`config.mk`:
```
export PLATFORM = sky130hd
export DESIGN_NAME = pipe_ctrl_top
export DESIGN_NICKNAME = d
export VERILOG_FILES = /design/src/pipe_ctrl_pkg.sv /design/src/hazard_detect.sv /design/src/pipe_ctrl_top.sv /design/src/pipeline_ctrl.sv /design/src/stage_tracker.sv
export VERILOG_INCLUDE_DIRS = /design/src /design/src/include
export SDC_FILE = /design/constraint.sdc
export NUM_CORES = 1
export LEC_CHECK = 0
export BUFFER_PORTS_ARGS = -buffer_cell sky130_fd_sc_hd__buf_2
export CAP_MARGIN = 30
export CORE_ASPECT_RATIO = 0.7
export CORE_UTILIZATION = 50
export CTS_BUF_LIST = sky130_fd_sc_hd__clkbuf_8
export CTS_CLUSTER_SIZE = 30
export DETAILED_ROUTE_END_ITERATION = 10
export PLACE_DENSITY = 0.76
export SLEW_MARGIN = 20
export SYNTH_ARGS = -nofsm -noshare
export SYNTH_HDL_FRONTEND = slang
export SYNTH_SLANG_ARGS = --single-unit
```
`constraint.sdc`:
```
create_clock -name clk_i -period 2.5 [get_ports clk_i]
set_clock_uncertainty 0.15 [all_clocks]
set_input_delay 0.375 -clock clk_i [delete_from_list [all_inputs] [get_ports clk_i]]
set_output_delay 0.375 -clock clk_i [all_outputs]
set_load 0.005 [all_outputs]
```
`src/include/pipe_ctrl_settings.svh`:
```
`ifndef PIPE_CTRL_SETTINGS_SVH
`define PIPE_CTRL_SETTINGS_SVH

// Width of an integer register index, x0 to x31.
`define PC_REG_IDX_W 5

`endif

```
`src/pipe_ctrl_pkg.sv`:
```
`include "pipe_ctrl_settings.svh"

package pipe_ctrl_pkg;

    typedef logic [`PC_REG_IDX_W-1:0] reg_idx_t;

    // Compact descriptor of one instruction as it moves down the pipe.
    typedef struct packed {
        logic     branch;
        logic     jump;
        logic     trap;
        logic     nop;
        logic     load;
        logic     csr;
        logic     arth_lgc;
        logic     auipc;
        logic     mem_read;
        logic     mem_write;
        reg_idx_t rs1;
        reg_idx_t rs2;
        reg_idx_t rd;
        logic     rs1_used;
        logic     rs2_used;
        logic     rd_wr;
    } inst_desc_t;

    // Source register produced by a later stage.
    typedef struct packed {
        logic id_rs1_src_id2ex;
        logic id_rs2_src_id2ex;
        logic id_rs1_src_ex2mem;
        logic id_rs2_src_ex2mem;
        logic ex_rs1_src_ex2mem;
        logic ex_rs2_src_ex2mem;
    } hazard_t;

    typedef struct packed {
        logic inst_valid;
        logic dont_fetch;
        logic if_flush;
        logic id_stall;
        logic id_flush;
        logic ex_stall;
        logic ex_flush;
        logic intp_en;
    } pipe_ctrl_t;

    // A bubble is a nop with every other field cleared.
    localparam inst_desc_t INST_BUBBLE = '{nop: 1'b1, default: '0};

endpackage

```
`src/hazard_detect.sv`:
```
`timescale 1ns/1ps
`include "pipe_ctrl_settings.svh"

module hazard_detect (
    input  pipe_ctrl_pkg::inst_desc_t id_inst_i,
    input  pipe_ctrl_pkg::inst_desc_t id2ex_i,
    input  pipe_ctrl_pkg::inst_desc_t ex2mem_i,
    output pipe_ctrl_pkg::hazard_t    hazard_o
);

    // A source depends on a stage when that stage writes the same nonzero rd.
    function automatic logic src_match(
        input logic                      used,
        input pipe_ctrl_pkg::reg_idx_t   rs,
        input pipe_ctrl_pkg::inst_desc_t stage
    );
        logic rd_nonzero;
        rd_nonzero = (stage.rd != {`PC_REG_IDX_W{1'b0}});
        return used & stage.rd_wr & rd_nonzero & (stage.rd == rs);
    endfunction

    // ID sources against the instruction in EX.
    assign hazard_o.id_rs1_src_id2ex  = src_match(id_inst_i.rs1_used, id_inst_i.rs1, id2ex_i);
    assign hazard_o.id_rs2_src_id2ex  = src_match(id_inst_i.rs2_used, id_inst_i.rs2, id2ex_i);

    // ID sources against the instruction in MEM.
    assign hazard_o.id_rs1_src_ex2mem = src_match(id_inst_i.rs1_used, id_inst_i.rs1, ex2mem_i);
    assign hazard_o.id_rs2_src_ex2mem = src_match(id_inst_i.rs2_used, id_inst_i.rs2, ex2mem_i);

    // EX sources against the instruction in MEM.
    assign hazard_o.ex_rs1_src_ex2mem = src_match(id2ex_i.rs1_used, id2ex_i.rs1, ex2mem_i);
    assign hazard_o.ex_rs2_src_ex2mem = src_match(id2ex_i.rs2_used, id2ex_i.rs2, ex2mem_i);

endmodule

```
`src/pipe_ctrl_top.sv`:
```
`timescale 1ns/1ps

module pipe_ctrl_top (
    input  logic                      clk_i,
    input  logic                      rst_n_i,
    input  logic                      fetched_ok_i,
    input  pipe_ctrl_pkg::inst_desc_t id_inst_i,
    input  logic                      access_ok_i,
    input  logic                      mem_csr_trap_i,
    output pipe_ctrl_pkg::pipe_ctrl_t ctrl_o
);

    pipe_ctrl_pkg::inst_desc_t id2ex;
    pipe_ctrl_pkg::inst_desc_t ex2mem;
    pipe_ctrl_pkg::inst_desc_t mem2wb;
    logic                      mem2wb_intp_en;
    pipe_ctrl_pkg::hazard_t    hazard;
    pipe_ctrl_pkg::pipe_ctrl_t ctrl;

    hazard_detect u_hazard (
        .id_inst_i (id_inst_i),
        .id2ex_i   (id2ex),
        .ex2mem_i  (ex2mem),
        .hazard_o  (hazard)
    );

    stage_tracker u_tracker (
        .clk_i            (clk_i),
        .rst_n_i          (rst_n_i),
        .id_inst_i        (id_inst_i),
        .ctrl_i           (ctrl),
        .id2ex_o          (id2ex),
        .ex2mem_o         (ex2mem),
        .mem2wb_o         (mem2wb),
        .mem2wb_intp_en_o (mem2wb_intp_en)
    );

    pipeline_ctrl u_ctrl (
        .fetched_ok_i     (fetched_ok_i),
        .access_ok_i      (access_ok_i),
        .mem_csr_trap_i   (mem_csr_trap_i),
        .id_inst_i        (id_inst_i),
        .id2ex_i          (id2ex),
        .ex2mem_i         (ex2mem),
        .mem2wb_i         (mem2wb),
        .hazard_i         (hazard),
        .mem2wb_intp_en_i (mem2wb_intp_en),
        .ctrl_o           (ctrl)
    );

    assign ctrl_o = ctrl;

endmodule

```
`src/pipeline_ctrl.sv`:
```
`timescale 1ns/1ps

module pipeline_ctrl (
    input  logic                      fetched_ok_i,
    input  logic                      access_ok_i,
    input  logic                      mem_csr_trap_i,
    input  pipe_ctrl_pkg::inst_desc_t id_inst_i,
    input  pipe_ctrl_pkg::inst_desc_t id2ex_i,
    input  pipe_ctrl_pkg::inst_desc_t ex2mem_i,
    input  pipe_ctrl_pkg::inst_desc_t mem2wb_i,
    input  pipe_ctrl_pkg::hazard_t    hazard_i,
    input  logic                      mem2wb_intp_en_i,
    output pipe_ctrl_pkg::pipe_ctrl_t ctrl_o
);

    logic mem_access;
    logic id_src_id2ex;
    logic id_src_ex2mem;
    logic ex_src_ex2mem;
    logic id2ex_producer;
    logic ex2mem_late;
    logic intp_any;

    logic inst_valid;
    logic dont_fetch;
    logic if_flush;
    logic id_stall;
    logic id_flush;
    logic ex_stall;
    logic ex_flush;
    logic intp_en;

    assign mem_access    = ex2mem_i.mem_read | ex2mem_i.mem_write;
    assign id_src_id2ex  = hazard_i.id_rs1_src_id2ex | hazard_i.id_rs2_src_id2ex;
    assign id_src_ex2mem = hazard_i.id_rs1_src_ex2mem | hazard_i.id_rs2_src_ex2mem;
    assign ex_src_ex2mem = hazard_i.ex_rs1_src_ex2mem | hazard_i.ex_rs2_src_ex2mem;

    // Results of these are not ready to forward from EX.
    assign id2ex_producer = id2ex_i.arth_lgc | id2ex_i.auipc | id2ex_i.load | id2ex_i.csr;
    // Loads and CSR reads only have data after MEM.
    assign ex2mem_late    = ex2mem_i.load | ex2mem_i.csr;

    // Trap taken now, or taken on the previous advance.
    assign intp_en  = mem_csr_trap_i & ~ex2mem_i.trap & ~id2ex_i.nop;
    assign intp_any = intp_en | mem2wb_intp_en_i;

    assign inst_valid = fetched_ok_i & (~mem_access | access_ok_i);

    assign ex_stall = ex_src_ex2mem & ex2mem_late;
    assign id_stall = ex_stall | (id_src_id2ex & id2ex_producer) | (id_src_ex2mem & ex2mem_late);

    assign if_flush = id_inst_i.jump | id_inst_i.branch | id_inst_i.trap
                    | id2ex_i.jump | id2ex_i.branch | id2ex_i.trap
                    | ex2mem_i.trap | mem2wb_i.trap | intp_any;

    assign id_flush   = intp_any | id_stall;
    assign ex_flush   = intp_any | ex_stall;
    assign dont_fetch = if_flush | id_stall;

    assign ctrl_o = '{inst_valid: inst_valid,
                      dont_fetch: dont_fetch,
                      if_flush:   if_flush,
                      id_stall:   id_stall,
                      id_flush:   id_flush,
                      ex_stall:   ex_stall,
                      ex_flush:   ex_flush,
                      intp_en:    intp_en};

endmodule

```
`src/stage_tracker.sv`:
```
`timescale 1ns/1ps

module stage_tracker (
    input  logic                      clk_i,
    input  logic                      rst_n_i,
    input  pipe_ctrl_pkg::inst_desc_t id_inst_i,
    input  pipe_ctrl_pkg::pipe_ctrl_t ctrl_i,
    output pipe_ctrl_pkg::inst_desc_t id2ex_o,
    output pipe_ctrl_pkg::inst_desc_t ex2mem_o,
    output pipe_ctrl_pkg::inst_desc_t mem2wb_o,
    output logic                      mem2wb_intp_en_o
);

    pipe_ctrl_pkg::inst_desc_t id2ex_q;
    pipe_ctrl_pkg::inst_desc_t ex2mem_q;
    pipe_ctrl_pkg::inst_desc_t mem2wb_q;
    logic                      intp_en_q;

    pipe_ctrl_pkg::inst_desc_t id2ex_d;
    pipe_ctrl_pkg::inst_desc_t ex2mem_d;

    // ID/EX keeps its instruction while EX is stalled.
    always_comb begin
        if (ctrl_i.ex_stall) begin
            id2ex_d = id2ex_q;
        end else if (ctrl_i.id_flush) begin
            id2ex_d = pipe_ctrl_pkg::INST_BUBBLE;
        end else begin
            id2ex_d = id_inst_i;
        end
    end

    always_comb begin
        if (ctrl_i.ex_flush) begin
            ex2mem_d = pipe_ctrl_pkg::INST_BUBBLE;
        end else begin
            ex2mem_d = id2ex_q;
        end
    end

    // Nothing moves unless the current cycle is valid.
    always_ff @(posedge clk_i) begin
        if (!rst_n_i) begin
            id2ex_q   <= pipe_ctrl_pkg::INST_BUBBLE;
            ex2mem_q  <= pipe_ctrl_pkg::INST_BUBBLE;
            mem2wb_q  <= pipe_ctrl_pkg::INST_BUBBLE;
            intp_en_q <= 1'b0;
        end else if (ctrl_i.inst_valid) begin
            id2ex_q   <= id2ex_d;
            ex2mem_q  <= ex2mem_d;
            mem2wb_q  <= ex2mem_q;
            intp_en_q <= ctrl_i.intp_en;
        end
    end

    assign id2ex_o          = id2ex_q;
    assign ex2mem_o         = ex2mem_q;
    assign mem2wb_o         = mem2wb_q;
    assign mem2wb_intp_en_o = intp_en_q;

endmodule

```
==> out/results.ini, run 1 <==
[run_status]
status = complete, but fails checks
violations = negative setup slack

[timing]
hold-worst-slack_ps = 169.5
worst_slew_pin_slew_ps = 528.8
relSlewSlack = 0.6442
rsz0062_at_grt = true
fin_ws_ps = -97.85
fmax_mhz = 384.9
min_period_over_period = 1.039
final-setup-viol-count = 3
fin_crit_ps = 2598
tns_ps = -200.8
drv_slew = 0
finalHoldViolations = 0

[floorplanning]
die_area_mm2 = 0.004441
fp.dieH_um = 56.06
fp-row-count = 19
io_pins = 41
start_util = 0.5257
coreArea_mm2 = 0.003970
die_w_um = 79.22

[synth]
yosysTopAreaCellShare = 0.3933
syn_area_mm2 = 0.002087
synth_nets = 264
synth_compound_area_frac = 0.2068
synthMuxAreaShare = 0.009592
synth_cells = 231
ys_warn_count = 0
synth_fa_ha_area_frac = 0
synth_seq_area_share = 0.3933
synthTopCellsByArea = dfxtp_1 (39%), o32ai_1 (11%), xnor2_1 (9.2%)
synth.distinct_cells = 32
synth-simple-area-share = 0.1379
synth_top_family_by_area = compound AO/OA/AOI/OAI gates
synth_seq_cells = 41
yosysTopAreaCell = dfxtp_1
synth_xor_area_frac = 0.1259
syn_area_per_cell_um2 = 9.035

[final_layout]
syn_to_final_growth_pct = 19.60
fin_util = 0.6287
stdcell_count = 323
nFillCells = 340
design_area_mm2 = 0.002496
multiInputGateArea_mm2 = 0.001047
post_route_cells_drive_above_1_share = 0.2915
layout_common_cells = buf_2 (40), dfxtp_1 (37), inv_1 (28), nand2_1 (27), o32ai_1 (27)
mostFrequentLayoutCell = buf_2
layout.area.seq_um2 = 830.8
diodes = 0
fin_nets = 303

[placed_design]
numPortBuffers = 40
post_dp_cell_area_mm2 = 0.002295
place_hpwl_um = 3406
place_ws_ps = 37.56
gp_congestion = 0.9144
dp.cells = 311

[global_routing]
grt_max_degree = 29
met3_usage = 0.06557
track_usage = 0.2403
grtUsageMet1 = 0.3638
grt-busiest-layer = met1
grt_pass1_vias = 1598
antenna_found_initial = 0
grt_pass1_wl_um = 8045
grt_overflow = 0
grtUsageMet2 = 0.3227

[job]
maxCapViolCount = 0

[clock_tree]
clockBufferDepth = 2
holdBufCountCts = 0
path_clk_slew_ps = 80
clk-insertion-delay-late_ps = 300
htreeDepth = 2
cts_tree = yes
cts_root_buf = clkbuf_8
numCtsBuffers = 5
clock_sinks = 41

[setup_path]
worstSetupPathType = flip-flop to output pin
reg2reg_depth = 7
r2r_start = u_tracker.id2ex_o[7]
cp.arrival_ps = 2070
required_ps = 1980
crit_fanout = 6
r2r_end = u_tracker.id2ex_o[1]
rrSetupSlack_ps = 360
critPathLaunchType = flip-flop
cp-end-kind = output pin

[power_and_ir_drop]
seqPwrFrac = 0.486
power.density_mw_per_mm2 = 602.2
clockPowerShare = 0.366
leakage_nw = 0.9731
combPwrFrac = 0.148
internal-power_mw = 1.125
design_power_total_mw = 1.503
switching_share = 0.2513
ir_drop_v = 0.0003635
switching_power_mw = 0.3778

[drt]
wl_per_cell_um = 15.10
first_iter_violations = 103
routed_wl_um = 4878
vias = 1776
vias_per_cell = 5.498
drcViolationCount = 0
dr.pass1.iters = 4
drtAntennaViolNets = 0

[min_path]
worstHoldStart = id_inst_i[20]
hp-class = input port to flip-flop
hold_path_end = u_tracker.id2ex_o[20]
holdPathStages = 3

==> timing repair <==
action	4_1_cts	5_1_grt
endpoints found under the hold margin	0	0
setup endpoints to repair	4	3
setup buffers	3	1
resized for setup	5	7
pin swaps	6	2
==> state kept, by name, indices dropped and copies added, names as in the netlist <==
| name | cells |
|---|---|
| u_tracker.id2ex_o | 28 |
| u_tracker.ex2mem_o | 11 |
| u_tracker.mem2wb_o | 1 |
| u_tracker.mem2wb_intp_en_o | 1 |
==> power by group through the flow <==
| stage | clock, mW | sequential, mW | combinational (mW) |
|---|---|---|---|
| floorplan | 0 | 0.730 | 0.151 |
| global placement | 0 | 0.742 | 0.203 |
| detailed placement | 0 | 0.743 | 0.207 |
| CTS | 0.558 | 0.727 | 0.212 |
| global route | 0.596 | 0.735 | 0.246 |
| finish | 0.551 | 0.730 | 0.222 |
==> layer usage <==
layer	share of wire	vias to the layer above
li1	-	880
met1	0.51	831
met2	0.41	57
met3	0.067	8
met4	0.010	0
met5	0	-
==> final cells by class <==
class	count	area share
sequential	41	0.3328
multi-input combinational	137	0.4195
inverter	27	0.04060
tap	52	0.02607
clock inverter	2	0.01353
clock buffer	6	0.03308
timing repair buffer	58	0.1343
==> Yosys cell counts <==
cell type	count
dfxtp_1	41
inv_1	27
nand2_1	27
o32ai_1	27
xnor2_1	22
a22o_1	11
buf_2	10
buf_4	10
xor2_1	8
nand4_1	6
nor4_1	6
nand3_1	5
clkbuf_1	4
nor2b_1	3
buf_6	2
mux2i_1	2
nand2b_1	2
nor2_1	2
o22ai_1	2
or4_1	2
a21boi_0	1
a221oi_2	1
a31oi_4	1
and2_1	1
and3_1	1
nor3b_1	1
o21a_1	1
o21a_4	1
o22a_2	1
o32a_1	1
or2_2	1
or3_1	1
==> logic make-up (layout without fill, tap and decap cells) <==
kind of cell,count (synthesis),count (layout)
and+or+nand+nor,58,58
DFF,41,41
AOI/OAI and AO/OA,47,47
muxes,2,2
buffers and inverters,53,93
xor gates and xnor gates,30,30
==> critical path, stage by stage (launching register included) <==
cell and delay (ps):
dfxtp_1 320, or4_1 510, o22a_2 270, o21a_4 150, or4_1 390, buf_2 140
==> worst max path at each step <==
stage	startpoint	endpoint
CTS	u_tracker.id2ex_o[5]	ctrl_o[6]
global placement	id_inst_i[17]	ctrl_o[3]
floorplan	u_tracker.ex2mem_o[4]	ctrl_o[6]
global route	u_tracker.ex2mem_o[3]	ctrl_o[3]
finish	u_tracker.ex2mem_o[3]	ctrl_o[3]
detailed placement	id_inst_i[12]	ctrl_o[3]
(Power assumes the default switching activity.)
==> run 2: changes to the inputs <==
GPL_TIMING_DRIVEN = 0   (was default)
==> run 2 against run 1 <==
  * The flow still finishes with violations (negative setup slack)
  * Final area grew 3.9%
  * Via count grew 3.4%
  * Largest cell class unchanged
  * Flip-flop and latch count is the same
  * First-iteration DRC count grew 67%
  * Worst setup slack lost 81 ps
  * Combinational power grew 5%
  * Register-to-register slack lost 130 ps
  * Largest power group unchanged
==> out/results.ini, run 2 (synthesis gave the netlist of run 1 again) <==
[timing]
drv_slew = 0
fin_crit_ps = 2679
worst_slew_pin_slew_ps = 536.2
final-setup-viol-count = 3
min_period_over_period = 1.072
rsz0062_at_grt = true
relSlewSlack = 0.6425
fmax_mhz = 373.2
fin_ws_ps = -179.3
finalHoldViolations = 0

[placed_design]
place_ws_ps = -223.6
dp.cells = 323
numPortBuffers = 40
gp_congestion = 0.9041
place_hpwl_um = 3605

[setup_path]
cp.depth = 6
path_buf_inv = 2
worstSetupPathType = flip-flop to output pin
crit_slowest_cell = or4_4
cp.arrival_ps = 2150
crit_family = simple AND/OR/NAND/NOR gates
critPathLaunch = u_tracker.ex2mem_o[4]
max_stage_delay_ps = 540
reg2reg_depth = 7
critPathLaunchType = flip-flop
cp-end-kind = output pin
endpoint = ctrl_o[6]
r2r_end = u_tracker.id2ex_o[3]
r2r_start = u_tracker.ex2mem_o[25]
crit_fanout = 4
rrSetupSlack_ps = 230
required_ps = 1980
crit_chain = or4_4 > o22a_4 > o21a_4 > buf_8 > or3_1 > buf_2

[global_routing]
grt_max_degree = 14
grt_overflow = 0
track_usage = 0.2520
antenna_found_initial = 0
grt_pass1_wl_um = 8445
grt_pass1_vias = 1706

[run_status]
status = complete, but fails checks
violations = negative setup slack

[drt]
drtAntennaViolNets = 0
drcViolationCount = 0
wl_per_cell_um = 15.96
routed_wl_um = 5316
dr.pass1.iters = 4
vias = 1836
first_iter_violations = 172
vias_per_cell = 5.514

[power_and_ir_drop]
design_power_total_mw = 1.593
power.density_mw_per_mm2 = 614.3
switching_power_mw = 0.3904
switching_share = 0.2451
combPwrFrac = 0.146
ir_drop_v = 0.0004647
clockPowerShare = 0.397
leakage_nw = 1.005
seqPwrFrac = 0.457
internal-power_mw = 1.202

[final_layout]
multiInputGateArea_mm2 = 0.001046
mostFrequentLayoutCell = buf_2
largest_reg_flops = 28
layout_common_cells = buf_2 (42), dfxtp_1 (35), inv_1 (27), nand2_1 (27), o32ai_1 (27)
fin_nets = 313
stdcell_count = 333
layout.area.seq_um2 = 835.8
syn_to_final_growth_pct = 24.22
post_route_cells_drive_above_1_share = 0.3167
nFillCells = 318
diodes = 0

[floorplanning]
fp-row-count = 19
die_w_um = 79.22
coreArea_mm2 = 0.003970
die_area_mm2 = 0.004441
fp.dieH_um = 56.06
io_pins = 41
start_util = 0.5257

[clock_tree]
clock_sinks = 41
clk-insertion-delay-late_ps = 300
numCtsBuffers = 5
holdBufCountCts = 0
htreeDepth = 2
clockBufferDepth = 2
cts_tree = yes
path_clk_slew_ps = 80
cts_root_buf = clkbuf_8

[min_path]
holdPathStages = 3
hp-class = input port to flip-flop
worstHoldStart = id_inst_i[4]

[job]
maxCapViolCount = 0

## run 2: cell count changes in the layout (fill, tap and decap cells not counted), moves of 2 or more
cell	change
buf_6	+3
clkbuf_1	+3
buf_2	+2
xor2_1	+2
xor2_2	-2
dfxtp_1	-2
## run 2: cell type report
cell class	count	share of cell area
Buffer	18	0.04826
Clock buffer	5	0.02654
Clock inverter	3	0.02510
Inverter	27	0.03909
Multi-Input combinational cell	137	0.4035
Sequential cell	41	0.3224
Tap cell	52	0.02510
Timing Repair Buffer	50	0.1100
## run 2: worst min-delay path, delay by kind of cell
family / cells / cell delay [ps]
buf+inv: 1 / 100
simple gates: 1 / 50
compound gates: 1 / 60
## run 2: timing repair
action                     CTS  global route
setup endpoints to repair    5            14
resized for setup           21             6
buffers inserted            10             0
pin swaps                    8             2
## run 2: power groups by stage
stage / clock network (mW) / registers (mW) / logic, mW
2_1_floorplan: 0 / 0.730 / 0.151
3_3_place_gp: 0 / 0.738 / 0.216
3_5_place_dp: 0 / 0.739 / 0.221
4_1_cts: 0.638 / 0.727 / 0.225
5_1_grt: 0.673 / 0.732 / 0.252
6_report: 0.633 / 0.727 / 0.232
## run 2: through the flow
stage / area, um^2 / hold WS [ps] / util / setup TNS, ps
floorplan: 2087 / 281.0 / - / 0
global placement: 2352 / 294.2 / 0.5925 / -364.5
detailed placement: 2352 / 300.0 / 0.5925 / -457.1
CTS: 2579 / 158.0 / 0.6495 / -567.4
global route: 2592 / 171.1 / 0.6530 / -657.6
finish: 2592 / 166.7 / 0.6530 / -522.8
## run 2: how the worst min path moves through the flow
stage                            endpoint  slack (ps)
floorplan           u_tracker.id2ex_o[20]         280
global placement    u_tracker.id2ex_o[21]         290
detailed placement  u_tracker.id2ex_o[21]         300
CTS                  u_tracker.id2ex_o[4]         160
global route         u_tracker.id2ex_o[7]         170
finish               u_tracker.id2ex_o[4]         170
## run 2: routing by layer
layer  global-route usage  vias up  share of wire
met5                    0        -              0
met4              0.07532        0          0.016
li1                     -      903              -
met2               0.3498       63           0.42
met3              0.05410        7          0.057
met1               0.3845      863           0.51
==> run 3: changes to the inputs <==
ABC_AREA = 1   (was default)
PLACE_DENSITY = 0.75   (was 0.76)
==> run 3 against run 2 <==
  * The run now ends clean
  * Flip-flop and latch count is the same
  * Total power down 5.7%
  * Sequential share of layout area fell by 4.5 points
  * Largest cell class unchanged
==> out/results.ini, run 3 <==
[final_layout]
syn_to_final_growth_pct = 17.29
post_route_cells_drive_above_1_share = 0.1835
nFillCells = 484
layout.area.seq_um2 = 834.6
multiInputGateArea_mm2 = 0.001359
largest_reg_flops = 28
mostFrequentLayoutCell = nor2_1
layout_common_cells = nor2_1 (135), nand2_1 (114), inv_1 (50), buf_2 (46), dfxtp_1 (36)
diodes = 0
fin_nets = 528

[synth]
syn_area_per_cell_um2 = 5.745
yosysTopAreaCell = dfxtp_1
synth_commonest_cells = nor2_1 (138), nand2_1 (114), inv_1 (50), dfxtp_1 (41), nand4_1 (30)
yosysTopAreaCellShare = 0.3203
synth.distinct_cells = 20
synth_seq_area_share = 0.3203
synthTopCellsByArea = dfxtp_1 (32%), nor2_1 (20%), nand2_1 (17%)
syn_area_mm2 = 0.002562
synth_cells = 446
synth_nets = 479
synth_seq_cells = 41
synth_most_common_cell = nor2_1
ys_warn_count = 0
synthArstFlopShare = 0
synth_ff_type = dfxtp_1
synth-edff-count = 0

[placed_design]
place_hpwl_um = 5034
numPortBuffers = 40
place_ws_ps = 208.5
gp_congestion = 0.9613

[timing]
final-setup-viol-count = 0
drv_slew = 0
finalHoldViolations = 0
fin_ws_ps = 91.99
fmax_mhz = 415.3
worst_slew_pin_slew_ps = 638.5
min_period_over_period = 0.9632
rsz0062_at_grt = false
fin_crit_ps = 2408
relSlewSlack = 0.5743
tns_ps = 0

[setup_path]
cp-end-kind = output pin
max_stage_delay_ps = 410
r2r_start = u_tracker.ex2mem_o[4]
crit_fanout = 10
rrSetupSlack_ps = 540
cp.arrival_ps = 1880
critPathLaunchType = flip-flop
reg2reg_depth = 14
crit_chain = inv_4 > nand2_1 > nand2_1 > nor2_2 > nand3_1 > nand2_2 > nand2_4 > nand3_2 > buf_2 > buf_4 > buf_2
r2r_end = u_tracker.id2ex_o[4]
required_ps = 1980
crit_slowest_cell = dfxtp_4
worstSetupPathType = flip-flop to output pin

[clock_tree]
htreeDepth = 2
clk-insertion-delay-late_ps = 310
cts_root_buf = clkbuf_8
clock_sinks = 41
path_clk_slew_ps = 80
clockBufferDepth = 2
cts_tree = yes
numCtsBuffers = 5

[floorplanning]
fp-row-count = 21
io_pins = 41
die_w_um = 87.57
fp.dieH_um = 61.90
coreArea_mm2 = 0.004861
start_util = 0.5272
die_area_mm2 = 0.005420

[global_routing]
grt_pass1_vias = 2222
track_usage = 0.2671
met3_usage = 0.03963
antenna_found_initial = 0
grt_max_degree = 13
grt_overflow = 0
grt_pass1_wl_um = 10710
grtUsageMet1 = 0.3892
grt-busiest-layer = met2
grtUsageMet2 = 0.4007

[power_and_ir_drop]
internal-power_mw = 1.053
combPwrFrac = 0.203
switching_share = 0.2993
power.density_mw_per_mm2 = 499.9
switching_power_mw = 0.4497
clockPowerShare = 0.323
seqPwrFrac = 0.474
leakage_nw = 1.547
ir_drop_v = 0.0002549

[drt]
routed_wl_um = 6706
drcViolationCount = 0
vias = 2741
drtAntennaViolNets = 0
first_iter_violations = 220
dr.pass1.iters = 5
wl_per_cell_um = 11.87
vias_per_cell = 4.851

[min_path]
hold_path_end = u_tracker.mem2wb_intp_en_o
holdPathStages = 3
worstHoldStart = rst_n_i
hp-class = input port to flip-flop

[job]
maxCapViolCount = 0

[run_status]
status = completed

-- run 3: metal layers --
layer	up-vias	part of all wire
li1	1454	-
met2	100	0.41
met1	1173	0.51
met3	14	0.066
met5	-	0
met4	0	0.019
-- run 3: repair_timing --
action / in CTS / in global routing
gates resized for setup: 4 / 13
setup endpoints to repair: 5 / 6
buffers inserted: 0 / 2
hold buffers: 0 / 0
pin swaps: 0 / 2
-- run 3: cell families after synthesis --
kind of cell | synth area share
buffers and inverters | 0.1563
flip-flops | 0.3203
AND/OR/NAND/NOR | 0.4770
AO/OA/AOI/OAI | 0.04639
-- run 3: layout make-up --
class	instances	area share
clock buffers	7	0.03206
multi-input cells	319	0.4521
repair buffers	42	0.07161
inverters	58	0.07494
plain buffers	28	0.06120
well taps	69	0.02873
clock inverters	1	0.001665
flip-flops and latches	41	0.2777
-- run 3: stage by stage --
| step | hold slack (ps) | std cells | area (um^2) | util | power (mW) |
|---|---|---|---|---|---|
| 6_report | 178.9 | 565 | 3005 | 0.6183 | 1.502 |
| 5_1_grt | 195.3 | 565 | 3005 | 0.6183 | 1.586 |
| 4_1_cts | 174.9 | 563 | 2957 | 0.6082 | 1.506 |
| 3_5_place_dp | 305.5 | 555 | 2849 | 0.5861 | 1.024 |
| 3_3_place_gp | 298.5 | 555 | 2849 | 0.5861 | 1.018 |
| 2_1_floorplan | 288.9 | 446 | 2562 | - | 0.9261 |
-- run 3: critical path, delay by kind of cell (launching register included) --
family / cells / cell delay [ps]
buf+inv: 4 / 490
flops: 1 / 410
simple gates: 7 / 670
-- run 3: power by group through the flow --
stage                     logic [mW]  registers, mW  clock network [mW]
after global placement         0.291          0.727                   0
after floorplan                0.205          0.721                   0
after detailed placement       0.296          0.728                   0
final                          0.305          0.712               0.486
after CTS                      0.298          0.713               0.494
after global routing           0.351          0.716               0.519
-- run 3: worst max path at each step --
stage / slack, ps / startpoint / cells past startpoint / endpoint
2_1_floorplan: 610 / u_tracker.ex2mem_o[4] / 10 / ctrl_o[6]
3_3_place_gp: 240 / u_tracker.ex2mem_o[6] / 13 / ctrl_o[6]
3_5_place_dp: 210 / u_tracker.ex2mem_o[6] / 13 / ctrl_o[6]
4_1_cts: 2 / u_tracker.ex2mem_o[4] / 11 / ctrl_o[6]
5_1_grt: 0.9 / u_tracker.ex2mem_o[5] / 13 / ctrl_o[6]
6_report: 90 / u_tracker.ex2mem_o[4] / 11 / ctrl_o[4]
